File: config.mk
export PLATFORM = sky130hd
export DESIGN_NAME = hisTop
export DESIGN_NICKNAME = d
export VERILOG_FILES = /design/src/design/hisPkg.sv /design/src/design/hisIfs.sv /design/src/design/algebraicBlock.sv /design/src/design/dataFilter.sv /design/src/design/hisApbRegs.sv /design/src/design/hisBuilderFSM.sv /design/src/design/hisTop.sv /design/src/design/peakDetecter.sv
export VERILOG_INCLUDE_DIRS = /design/src /design/src/design
export SDC_FILE = /design/constraint.sdc
export NUM_CORES = 1
export LEC_CHECK = 0
export ABC_CLOCK_PERIOD_IN_PS = 4300
export BUFFER_PORTS_ARGS = -buffer_cell sky130_fd_sc_hd__buf_4
export CAP_MARGIN = 20
export CORE_UTILIZATION = 58
export DETAILED_ROUTE_END_ITERATION = 7
export GPL_TIMING_DRIVEN = 0
export PLACE_DENSITY = 0.78
export SLEW_MARGIN = 20
export SYNTH_ARGS = -nofsm -noshare
export SYNTH_HDL_FRONTEND = slang
export SYNTH_SLANG_ARGS = --single-unit
File: constraint.sdc
create_clock -name clk -period 4.3 [get_ports clk]
set_input_delay 0.645 -clock clk [delete_from_list [all_inputs] [get_ports clk]]
set_output_delay 0.645 -clock clk [all_outputs]
set_load 0.005 [all_outputs]
File: src/design/hisBuilder_consts.svh
`ifndef HISBUILDER_CONSTS_SVH
`define HISBUILDER_CONSTS_SVH

// timestamp width from the TDC
`define Np 10
// bin index width, 8 bins per histogram
`define Nb 3
// per-bin counter width
`define peakMax 8
// samples per pass, 1 to 255
`define ACQ_W 8

// apb address width
`define APB_AW 8
// register map
`define REG_CTRL 8'h00
`define REG_STATUS 8'h04
`define REG_RESULT 8'h08

`endif

File: src/design/hisPkg.sv
`include "hisBuilder_consts.svh"

package hisPkg;

    // raw tdc sample
    typedef logic [`Np-1:0] timeStampT;

    // histogram address
    typedef logic [`Nb-1:0] binIdxT;

    // one bin count
    typedef logic [`peakMax-1:0] binCountT;

    // accepted samples per pass
    typedef logic [`ACQ_W-1:0] acqLenT;

    // which histogram is being built
    typedef enum logic {
        COARSE = 1'b0,
        FINE   = 1'b1
    } hisNumT;

    // builder FSM states, encoding is visible in STATUS
    typedef enum logic [1:0] {
        IDLE = 2'd0,
        ACQ  = 2'd1,
        SCAN = 2'd2,
        CALC = 2'd3
    } hisStateT;

endpackage

File: src/design/hisIfs.sv
`timescale 1ns/1ps
`include "hisBuilder_consts.svh"

// scan stream, one bin per cycle from the builder to the peak detector
interface scanIf;
    import hisPkg::*;

    logic scanValid;
    binIdxT scanAddr;
    binCountT scanCount;
    // final bin of the sweep
    logic scanLast;
    hisNumT hisNum;

    modport src (output scanValid, scanAddr, scanCount, scanLast, hisNum);
    modport dst (input scanValid, scanAddr, scanCount, scanLast, hisNum);
endinterface

// fine window from the algebraic block to the data filter
interface winIf;
    import hisPkg::*;

    // lowest timestamp inside the window
    timeStampT thMinus;
    // highest timestamp inside the window
    timeStampT thPositive;
    // offset shift that leaves the fine bin index
    logic [$clog2(`Np)-1:0] delta;
    // window valid, coarse peak known
    logic winReady;

    modport src (output thMinus, thPositive, delta, winReady);
    modport dst (input thMinus, thPositive, delta, winReady);
endinterface

File: src/design/algebraicBlock.sv
`timescale 1ns/1ps
`include "hisBuilder_consts.svh"

module algebraicBlock (
    input logic clk,
    input logic rstN,
    input logic start,
    input logic peakDone,
    input hisPkg::hisNumT peakHisNum,
    input hisPkg::binIdxT peakBin,
    winIf.src win
);
    import hisPkg::*;

    // timestamps per coarse bin
    localparam int CoarseW = 1 << (`Np - `Nb);

    logic coarseDone;
    timeStampT base;

    assign coarseDone = peakDone && (peakHisNum == COARSE);
    // peak bin moved back into the msbs
    assign base = {peakBin, {(`Np - `Nb){1'b0}}};

    always_ff @(posedge clk) begin
        if (!rstN) begin
            win.winReady <= 1'b0;
        end else if (start) begin
            win.winReady <= 1'b0;
        end else if (coarseDone) begin
            win.winReady <= 1'b1;
        end
    end

    // window covers exactly the coarse peak bin
    always_ff @(posedge clk) begin
        if (coarseDone) begin
            win.thMinus <= base;
            win.thPositive <= timeStampT'(base + (CoarseW - 1));
            win.delta <= ($clog2(`Np))'(`Np - 2 * `Nb);
        end
    end

endmodule

File: src/design/dataFilter.sv
`timescale 1ns/1ps
`include "hisBuilder_consts.svh"

module dataFilter (
    input logic clk,
    input logic rstN,
    input logic wrEn,
    input hisPkg::timeStampT roughData,
    input logic accept,
    input hisPkg::hisNumT hisNum,
    winIf.dst win,
    output logic binValid,
    output hisPkg::binIdxT binIdx
);
    import hisPkg::*;

    timeStampT offset;
    timeStampT shifted;
    logic inWin;
    binIdxT coarseIdx;
    binIdxT fineIdx;

    // coarse bin is simply the msbs
    assign coarseIdx = roughData[`Np-1 -: `Nb];

    // fine pass, position inside the coarse peak bin
    assign offset = roughData - win.thMinus;
    assign shifted = offset >> win.delta;
    assign fineIdx = shifted[`Nb-1:0];

    // bounds are inclusive on both sides
    assign inWin = win.winReady
        && (roughData >= win.thMinus)
        && (roughData <= win.thPositive);

    // valid only for accepted samples that survive the window
    always_ff @(posedge clk) begin
        if (!rstN) begin
            binValid <= 1'b0;
        end else begin
            binValid <= wrEn && accept && (hisNum == COARSE || inWin);
        end
    end

    // index is payload, qualified by binValid
    always_ff @(posedge clk) begin
        if (hisNum == COARSE) begin
            binIdx <= coarseIdx;
        end else begin
            binIdx <= fineIdx;
        end
    end

endmodule

File: src/design/hisApbRegs.sv
`timescale 1ns/1ps
`include "hisBuilder_consts.svh"

module hisApbRegs (
    input logic clk,
    input logic rstN,
    input logic [`APB_AW-1:0] paddr,
    input logic psel,
    input logic penable,
    input logic pwrite,
    input logic [31:0] pwdata,
    output logic [31:0] prdata,
    output logic pready,
    input hisPkg::hisStateT state,
    input hisPkg::hisNumT hisNum,
    input logic peakDone,
    input hisPkg::binIdxT peakBin,
    input hisPkg::binCountT peakCount,
    output logic start,
    output hisPkg::acqLenT acqLen,
    output logic done
);
    import hisPkg::*;

    logic access;
    logic busy;
    logic ctrlWr;
    acqLenT newLen;
    binIdxT peakCH;
    binIdxT peakFH;
    binCountT countCH;
    binCountT countFH;

    // no wait states, access always completes
    assign access = psel && penable;
    assign pready = access;
    assign busy = (state != IDLE);

    // ctrl is locked while a run is going
    assign ctrlWr = access && pwrite && (paddr == `REG_CTRL) && !busy;
    assign newLen = pwdata[8 +: `ACQ_W];
    assign start = ctrlWr && pwdata[0] && (newLen != '0);

    always_ff @(posedge clk) begin
        if (!rstN) begin
            acqLen <= '0;
            done <= 1'b0;
        end else begin
            if (ctrlWr) begin
                acqLen <= newLen;
            end
            // done rises with the fine peak
            if (start) begin
                done <= 1'b0;
            end else if (peakDone && hisNum == FINE) begin
                done <= 1'b1;
            end
        end
    end

    // each pass latches its own peak
    always_ff @(posedge clk) begin
        if (!rstN) begin
            peakCH <= '0;
            peakFH <= '0;
            countCH <= '0;
            countFH <= '0;
        end else if (peakDone) begin
            if (hisNum == COARSE) begin
                peakCH <= peakBin;
                countCH <= peakCount;
            end else begin
                peakFH <= peakBin;
                countFH <= peakCount;
            end
        end
    end

    // read mux, valid in the access phase
    always_comb begin
        prdata = '0;
        if (access && !pwrite) begin
            case (paddr)
                `REG_CTRL: prdata[8 +: `ACQ_W] = acqLen;
                `REG_STATUS: prdata[4:0] = {hisNum, state, done, busy};
                `REG_RESULT: begin
                    prdata[`Nb-1:0] = peakCH;
                    prdata[8 +: `Nb] = peakFH;
                    prdata[16 +: `peakMax] = countCH;
                    prdata[24 +: `peakMax] = countFH;
                end
                default: prdata = '0;
            endcase
        end
    end

endmodule

File: src/design/hisBuilderFSM.sv
`timescale 1ns/1ps
`include "hisBuilder_consts.svh"

module hisBuilderFSM (
    input logic clk,
    input logic rstN,
    input logic start,
    input hisPkg::acqLenT acqLen,
    input logic wrEn,
    input logic binValid,
    input hisPkg::binIdxT binIdx,
    input logic peakDone,
    input logic winReady,
    scanIf.src scan,
    output logic accept,
    output hisPkg::hisNumT hisNum,
    output hisPkg::hisStateT state
);
    import hisPkg::*;

    localparam int BinNum = 1 << `Nb;

    // one histogram, reused by both passes
    binCountT mem [BinNum];
    acqLenT acqCnt;
    // last sample seen, pipe still busy
    logic draining;
    logic drainCnt;
    binIdxT scanPtr;
    // write stage of the read-modify-write
    logic updValid;
    binIdxT updAddr;
    binCountT updCount;
    logic fwd;
    binCountT rdCount;

    // fine pass waits for the window
    assign accept = (state == ACQ) && !draining && (hisNum == COARSE || winReady);

    always_ff @(posedge clk) begin
        if (!rstN) begin
            state <= IDLE;
            hisNum <= COARSE;
            acqCnt <= '0;
            draining <= 1'b0;
            drainCnt <= 1'b0;
            scanPtr <= '0;
        end else begin
            case (state)
                IDLE: begin
                    if (start) begin
                        state <= ACQ;
                        hisNum <= COARSE;
                        acqCnt <= '0;
                    end
                end
                ACQ: begin
                    if (draining) begin
                        // two cycles so the last sample reaches memory
                        drainCnt <= 1'b1;
                        if (drainCnt) begin
                            state <= SCAN;
                            scanPtr <= '0;
                            draining <= 1'b0;
                            drainCnt <= 1'b0;
                        end
                    end else if (accept && wrEn) begin
                        // filtered samples count too
                        acqCnt <= acqLenT'(acqCnt + 1'b1);
                        if (acqLenT'(acqCnt + 1'b1) == acqLen) begin
                            draining <= 1'b1;
                        end
                    end
                end
                SCAN: begin
                    scanPtr <= scanPtr + 1'b1;
                    if (&scanPtr) begin
                        state <= CALC;
                    end
                end
                CALC: begin
                    // wait for the peak, then fine pass or finish
                    if (peakDone) begin
                        if (hisNum == COARSE) begin
                            state <= ACQ;
                            hisNum <= FINE;
                            acqCnt <= '0;
                        end else begin
                            state <= IDLE;
                        end
                    end
                end
                default: state <= IDLE;
            endcase
        end
    end

    // forward the bin still in the write stage
    assign fwd = updValid && (updAddr == binIdx);
    assign rdCount = fwd ? binCountT'(updCount + 1'b1) : mem[binIdx];

    always_ff @(posedge clk) begin
        if (!rstN) begin
            updValid <= 1'b0;
        end else begin
            updValid <= binValid;
        end
    end

    always_ff @(posedge clk) begin
        updAddr <= binIdx;
        updCount <= rdCount;
    end

    // scan clears each bin as it is read out
    always_ff @(posedge clk) begin
        if (!rstN) begin
            for (int i = 0; i < BinNum; i++) begin
                mem[i] <= '0;
            end
        end else if (state == SCAN) begin
            mem[scanPtr] <= '0;
        end else if (updValid) begin
            mem[updAddr] <= binCountT'(updCount + 1'b1);
        end
    end

    // sweep in address order
    assign scan.scanValid = (state == SCAN);
    assign scan.scanAddr = scanPtr;
    assign scan.scanCount = mem[scanPtr];
    assign scan.scanLast = (state == SCAN) && (&scanPtr);
    assign scan.hisNum = hisNum;

endmodule

File: src/design/hisTop.sv
`timescale 1ns/1ps
`include "hisBuilder_consts.svh"

module hisTop (
    input logic clk,
    input logic rstN,
    input logic [`APB_AW-1:0] paddr,
    input logic psel,
    input logic penable,
    input logic pwrite,
    input logic [31:0] pwdata,
    output logic [31:0] prdata,
    output logic pready,
    input logic wrEn,
    input hisPkg::timeStampT roughData,
    output logic done
);
    import hisPkg::*;

    // control between the blocks
    logic start;
    acqLenT acqLen;
    hisStateT state;
    hisNumT hisNum;
    logic accept;
    // filtered bin into the builder
    logic binValid;
    binIdxT binIdx;
    // peak results
    binIdxT peakBin;
    binCountT peakCount;
    logic peakDone;
    hisNumT peakHisNum;

    scanIf scanBus ();
    winIf winBus ();

    hisApbRegs hisApbRegsU0 (
        .clk(clk),
        .rstN(rstN),
        .paddr(paddr),
        .psel(psel),
        .penable(penable),
        .pwrite(pwrite),
        .pwdata(pwdata),
        .prdata(prdata),
        .pready(pready),
        .state(state),
        .hisNum(hisNum),
        .peakDone(peakDone),
        .peakBin(peakBin),
        .peakCount(peakCount),
        .start(start),
        .acqLen(acqLen),
        .done(done)
    );

    dataFilter dataFilterU0 (
        .clk(clk),
        .rstN(rstN),
        .wrEn(wrEn),
        .roughData(roughData),
        .accept(accept),
        .hisNum(hisNum),
        .win(winBus.dst),
        .binValid(binValid),
        .binIdx(binIdx)
    );

    hisBuilderFSM hisBuilderFSMU0 (
        .clk(clk),
        .rstN(rstN),
        .start(start),
        .acqLen(acqLen),
        .wrEn(wrEn),
        .binValid(binValid),
        .binIdx(binIdx),
        .peakDone(peakDone),
        .winReady(winBus.winReady),
        .scan(scanBus.src),
        .accept(accept),
        .hisNum(hisNum),
        .state(state)
    );

    peakDetecter peakDetecterU0 (
        .clk(clk),
        .rstN(rstN),
        .scan(scanBus.dst),
        .peakBin(peakBin),
        .peakCount(peakCount),
        .peakDone(peakDone),
        .peakHisNum(peakHisNum)
    );

    algebraicBlock algebraicBlockU0 (
        .clk(clk),
        .rstN(rstN),
        .start(start),
        .peakDone(peakDone),
        .peakHisNum(peakHisNum),
        .peakBin(peakBin),
        .win(winBus.src)
    );

endmodule

File: src/design/peakDetecter.sv
`timescale 1ns/1ps

module peakDetecter (
    input logic clk,
    input logic rstN,
    scanIf.dst scan,
    output hisPkg::binIdxT peakBin,
    output hisPkg::binCountT peakCount,
    output logic peakDone,
    output hisPkg::hisNumT peakHisNum
);

    logic firstBin;
    logic isHigher;

    // sweep always starts at bin zero
    assign firstBin = scan.scanValid && (scan.scanAddr == '0);
    // strict compare keeps the lowest index on a tie
    assign isHigher = scan.scanCount > peakCount;

    // one pulse on the cycle after the last bin
    always_ff @(posedge clk) begin
        if (!rstN) begin
            peakDone <= 1'b0;
        end else begin
            peakDone <= scan.scanValid && scan.scanLast;
        end
    end

    // tag the result with the pass being scanned
    always_ff @(posedge clk) begin
        if (!rstN) begin
            peakHisNum <= hisPkg::COARSE;
        end else if (firstBin) begin
            peakHisNum <= scan.hisNum;
        end
    end

    // running maximum
    always_ff @(posedge clk) begin
        if (firstBin) begin
            // restart from the first bin of each sweep
            peakBin <= scan.scanAddr;
            peakCount <= scan.scanCount;
        end else if (scan.scanValid && isHigher) begin
            peakBin <= scan.scanAddr;
            peakCount <= scan.scanCount;
        end
    end

endmodule

==> flow_metrics.py <==
metrics = {
    "clock_network": {
        "cts_root_buffer": "clkbuf_16",
        "clk_pin_slew_worst_paths_ns": 0.07,
        "cts_buffers": 17,
        "hold_buffers": 0,
        "clockBufferDepth": 2,
        "h-tree-depth": 4,
        "cts_setup_buffers": 0,
        "cts_sinks": 147,
        "cts_tree": "done",
        "clkLatencyLatePin_ns": 0.43,
        "ctsResizeCount": 0,
    },
    "die": {
        "die_w_um": 115,
        "initial_core_util_pct": 60.6,
        "core_area_mm2": 0.0122,
        "rows": 40,
        "io_pins": 90,
        "die_y_um": 115,
        "dieArea_mm2": 0.0132,
    },
    "synth": {
        "synth-edff-count": 78,
        "ys_warn_count": 0,
        "synthFlopType": "edfxtp_1",
        "yosys.cell_types.count": 56,
        "async_flop_share_pct": 0,
        "synth_top_cell_by_area": "edfxtp_1",
        "yosysSeqAreaShare_pct": 50.4,
        "synth_top_area_share_pct": 31.7,
        "syn_area_per_cell_um2": 10.7,
        "synthCells": 694,
        "yosysMostFrequentCell": "nor2_1",
        "synth_area_leaders": "edfxtp_1 (32%), dfxtp_1 (19%), mux4_2 (9.7%)",
        "synth_area_mm2": 0.00739,
        "synth_seq_cells": 147,
        "yosys-top-cells-count": "nor2_1 (94), nand2_1 (93), edfxtp_1 (78), dfxtp_1 (69), a21oi_1 (36)",
    },
    "sta": {
        "setup_violations": 0,
        "report.final.slew_viol_count": 0,
        "worst_pin_slew_ns": 0.737,
        "fin_tns_setup_ns": 0,
        "skew_ns": 0.00752,
        "finalCritPeriodShare_pct": 89.8,
        "relSlewSlack_pct": 50.5,
        "hold_violations": 0,
        "fmax_mhz": 259,
        "rsz0062_at_grt": "false",
        "min_period_ns": 3.86,
    },
    "power_and_ir_drop": {
        "peakVddDrop_mv": 0.358,
        "p_sw_share_pct": 22.8,
        "net-switching-power_uw": 727,
        "p_per_area_mw_per_mm2": 368,
        "p_leak_uw": 0.00322,
        "p_comb_share_pct": 4.8,
        "p_clk_share_pct": 47.3,
        "p_seq_share_pct": 47.9,
        "internal-power_uw": 2460,
    },
    "drt": {
        "wirelength_um": 17400,
        "drtIter0Drc": 423,
        "drc": 0,
        "num_vias": 5638,
        "ant_nets": 0,
        "viasPerCell": 5.89,
        "dr.pass1.iters": 5,
        "wl_per_cell_um": 18.2,
    },
    "critical_path": {
        "worstSetupEndpointType": "flip-flop",
        "cp.buffers_inverters": 2,
        "crit_family": "compound AO/OA/AOI/OAI gates",
        "crit_type": "flip-flop to flip-flop",
        "critPathMaxStageDelay_ns": 0.61,
        "r2r_cells": 10,
        "crit_slowest_cell": "o41a_1",
        "cp-start-kind": "flip-flop",
        "crit_chain": "clkbuf_1 > buf_2 > mux4_2 > mux2_2 > ha_1 > nor2b_1 > o21a_1 > o21ai_1 > a21oi_1 > o41a_1",
        "critical_path_required_ns": 4.40,
        "path_max_fanout": 11,
        "r2r_setup_slack_ns": 0.44,
        "crit_arrival_ns": 3.96,
        "rr_endpoint": "peakDetecterU0.peakCount[3]$_DFFE_PP_",
    },
    "placement": {
        "gp_congestion": 0.934,
        "port-buffer-count": 61,
        "placedInstanceArea_mm2": 0.00807,
        "dpl.hpwl_um": 12700,
    },
    "min_path": {
        "min_path_type": "flip-flop to flip-flop",
        "whs_endpoint": "hisBuilderFSMU0.updAddr[2]$_DFF_P_",
        "hp-start": "dataFilterU0.binIdx[2]$_DFF_P_",
        "holdPathStages": 0,
    },
    "grt": {
        "antenna_found_initial": 0,
        "grtUsageTotal_pct": 28.2,
        "grt_pass1_vias": 5544,
        "grt_pass1_wl_um": 27600,
        "grt-ovfl-total": 0,
        "grt_max_degree": 17,
    },
    "finish": {
        "drive_gt1_share_pct": 20.2,
        "area.growth.synth_to_final_pct": 17.3,
        "fillerInstances": 919,
        "fin_area_mm2": 0.00867,
        "final_nets": 853,
        "final_core_util_pct": 71.0,
        "antenna_cells": 0,
    },
    "run": {
        "cap_viol_max_count": 0,
    },
    "outcome": {
        "outcome": "finished, final reports clean",
    },
}
-- how the worst max path moves through the flow --
stage / from / to / slack [ns] / depth (start not counted)
2_1_floorplan: flip-flop / peakDetecterU0.peakBin[0]$_DFFE_PP_ / 0.91 / 10
3_3_place_gp: flip-flop / peakDetecterU0.peakBin[0]$_DFFE_PP_ / 0.54 / 10
3_5_place_dp: flip-flop / peakDetecterU0.peakCount[7]$_DFFE_PP_ / 0.46 / 10
4_1_cts: flip-flop / peakDetecterU0.peakCount[6]$_DFFE_PP_ / 0.42 / 10
5_1_grt: flip-flop / peakDetecterU0.peakCount[6]$_DFFE_PP_ / 0.24 / 10
6_report: flip-flop / peakDetecterU0.peakCount[3]$_DFFE_PP_ / 0.44 / 10
-- through the flow --
stage	hold slack, ns	instances	setup WS, ns	total power [uW]
after CTS	0.352	957	0.419	3200
final	0.353	957	0.438	3190
after floorplan	0.326	696	0.913	1650
after detailed placement	0.339	925	0.455	1710
after global routing	0.360	957	0.236	3280
after global placement	0.335	925	0.542	1700
-- per-layer routing --
metal  track usage [%]  up-vias  wire length (um)
met4              16.6        0               713
met1              34.3     2650              7020
met5                 0        -                 0
li1                  -     2649                 -
met3              6.06       46              1380
met2              46.7      293              8280
-- worst register-to-register path: stages, from the launching register on --
cell,delay [ns]
dfxtp_1,0.32
clkbuf_1,0.45
buf_2,0.44
mux4_2,0.58
mux2_2,0.32
ha_1,0.30
nor2b_1,0.14
o21a_1,0.18
o21ai_1,0.12
a21oi_1,0.08
o41a_1,0.61
-- layout make-up --
type	instances	area [um^2]	share of cell area (%)
sequential	147	3720	42.9
multi-input combinational	484	3400	39.2
timing repair buffer	61	458	5.28
clock buffer	17	425	4.90
tap	168	210	2.42
buffer	42	190	2.19
clock inverter	15	179	2.06
inverter	23	86.3	0.995
-- layout by cell type, fill, tap and decap left out, types with 21 or more instances in the layout --
master / n
inv_1: 22
dfxtp_1: 69
buf_4: 64
a21oi_1: 36
edfxtp_1: 78
mux4_2: 32
nor2_1: 94
and2_1: 27
ha_1: 21
nand2_1: 93
-- state kept, by name, summed over array words and instances (netlist names), 3 cells and up, named ones only --
name and count:
hisBuilderFSMU0.updAddr 3, hisApbRegsU0.peakFH 3, hisApbRegsU0.countCH 8, dataFilterU0.binIdx 3, hisApbRegsU0.acqLen 8, hisApbRegsU0.countFH 8
hisBuilderFSMU0.scan.scanAddr 3, peakDetecterU0.peakBin 3, hisBuilderFSMU0.acqCnt 8, peakDetecterU0.peakCount 8, hisBuilderFSMU0.updCount 8, hisBuilderFSMU0.mem 64
hisApbRegsU0.peakCH 3, algebraicBlockU0.win.thMinus 3
-- power groups by stage --
stage | Sequential [uW] | Clock, uW | Combinational, uW
floorplan | 1550 | 0 | 99.5
global route | 1530 | 1580 | 165
CTS | 1530 | 1520 | 152
detailed placement | 1560 | 0 | 151
global placement | 1550 | 0 | 146
finish | 1530 | 1510 | 153
-- cell families (layout without fill, tap and decap cells) --
kind of cell | count (synthesis) | count (layout) | synth area share (%)
simple gates | 293 | 293 | 18.5
buf+inv | 65 | 158 | 3.74
other cells | 1 | 3 | 0.0507
compound gates | 85 | 85 | 7.38
fa+ha+maj | 21 | 21 | 3.55
xor+xnor | 21 | 21 | 2.49
flops | 147 | 147 | 50.4
mux | 61 | 61 | 13.9
No activity file was read; power rests on OpenSTA's default activity.
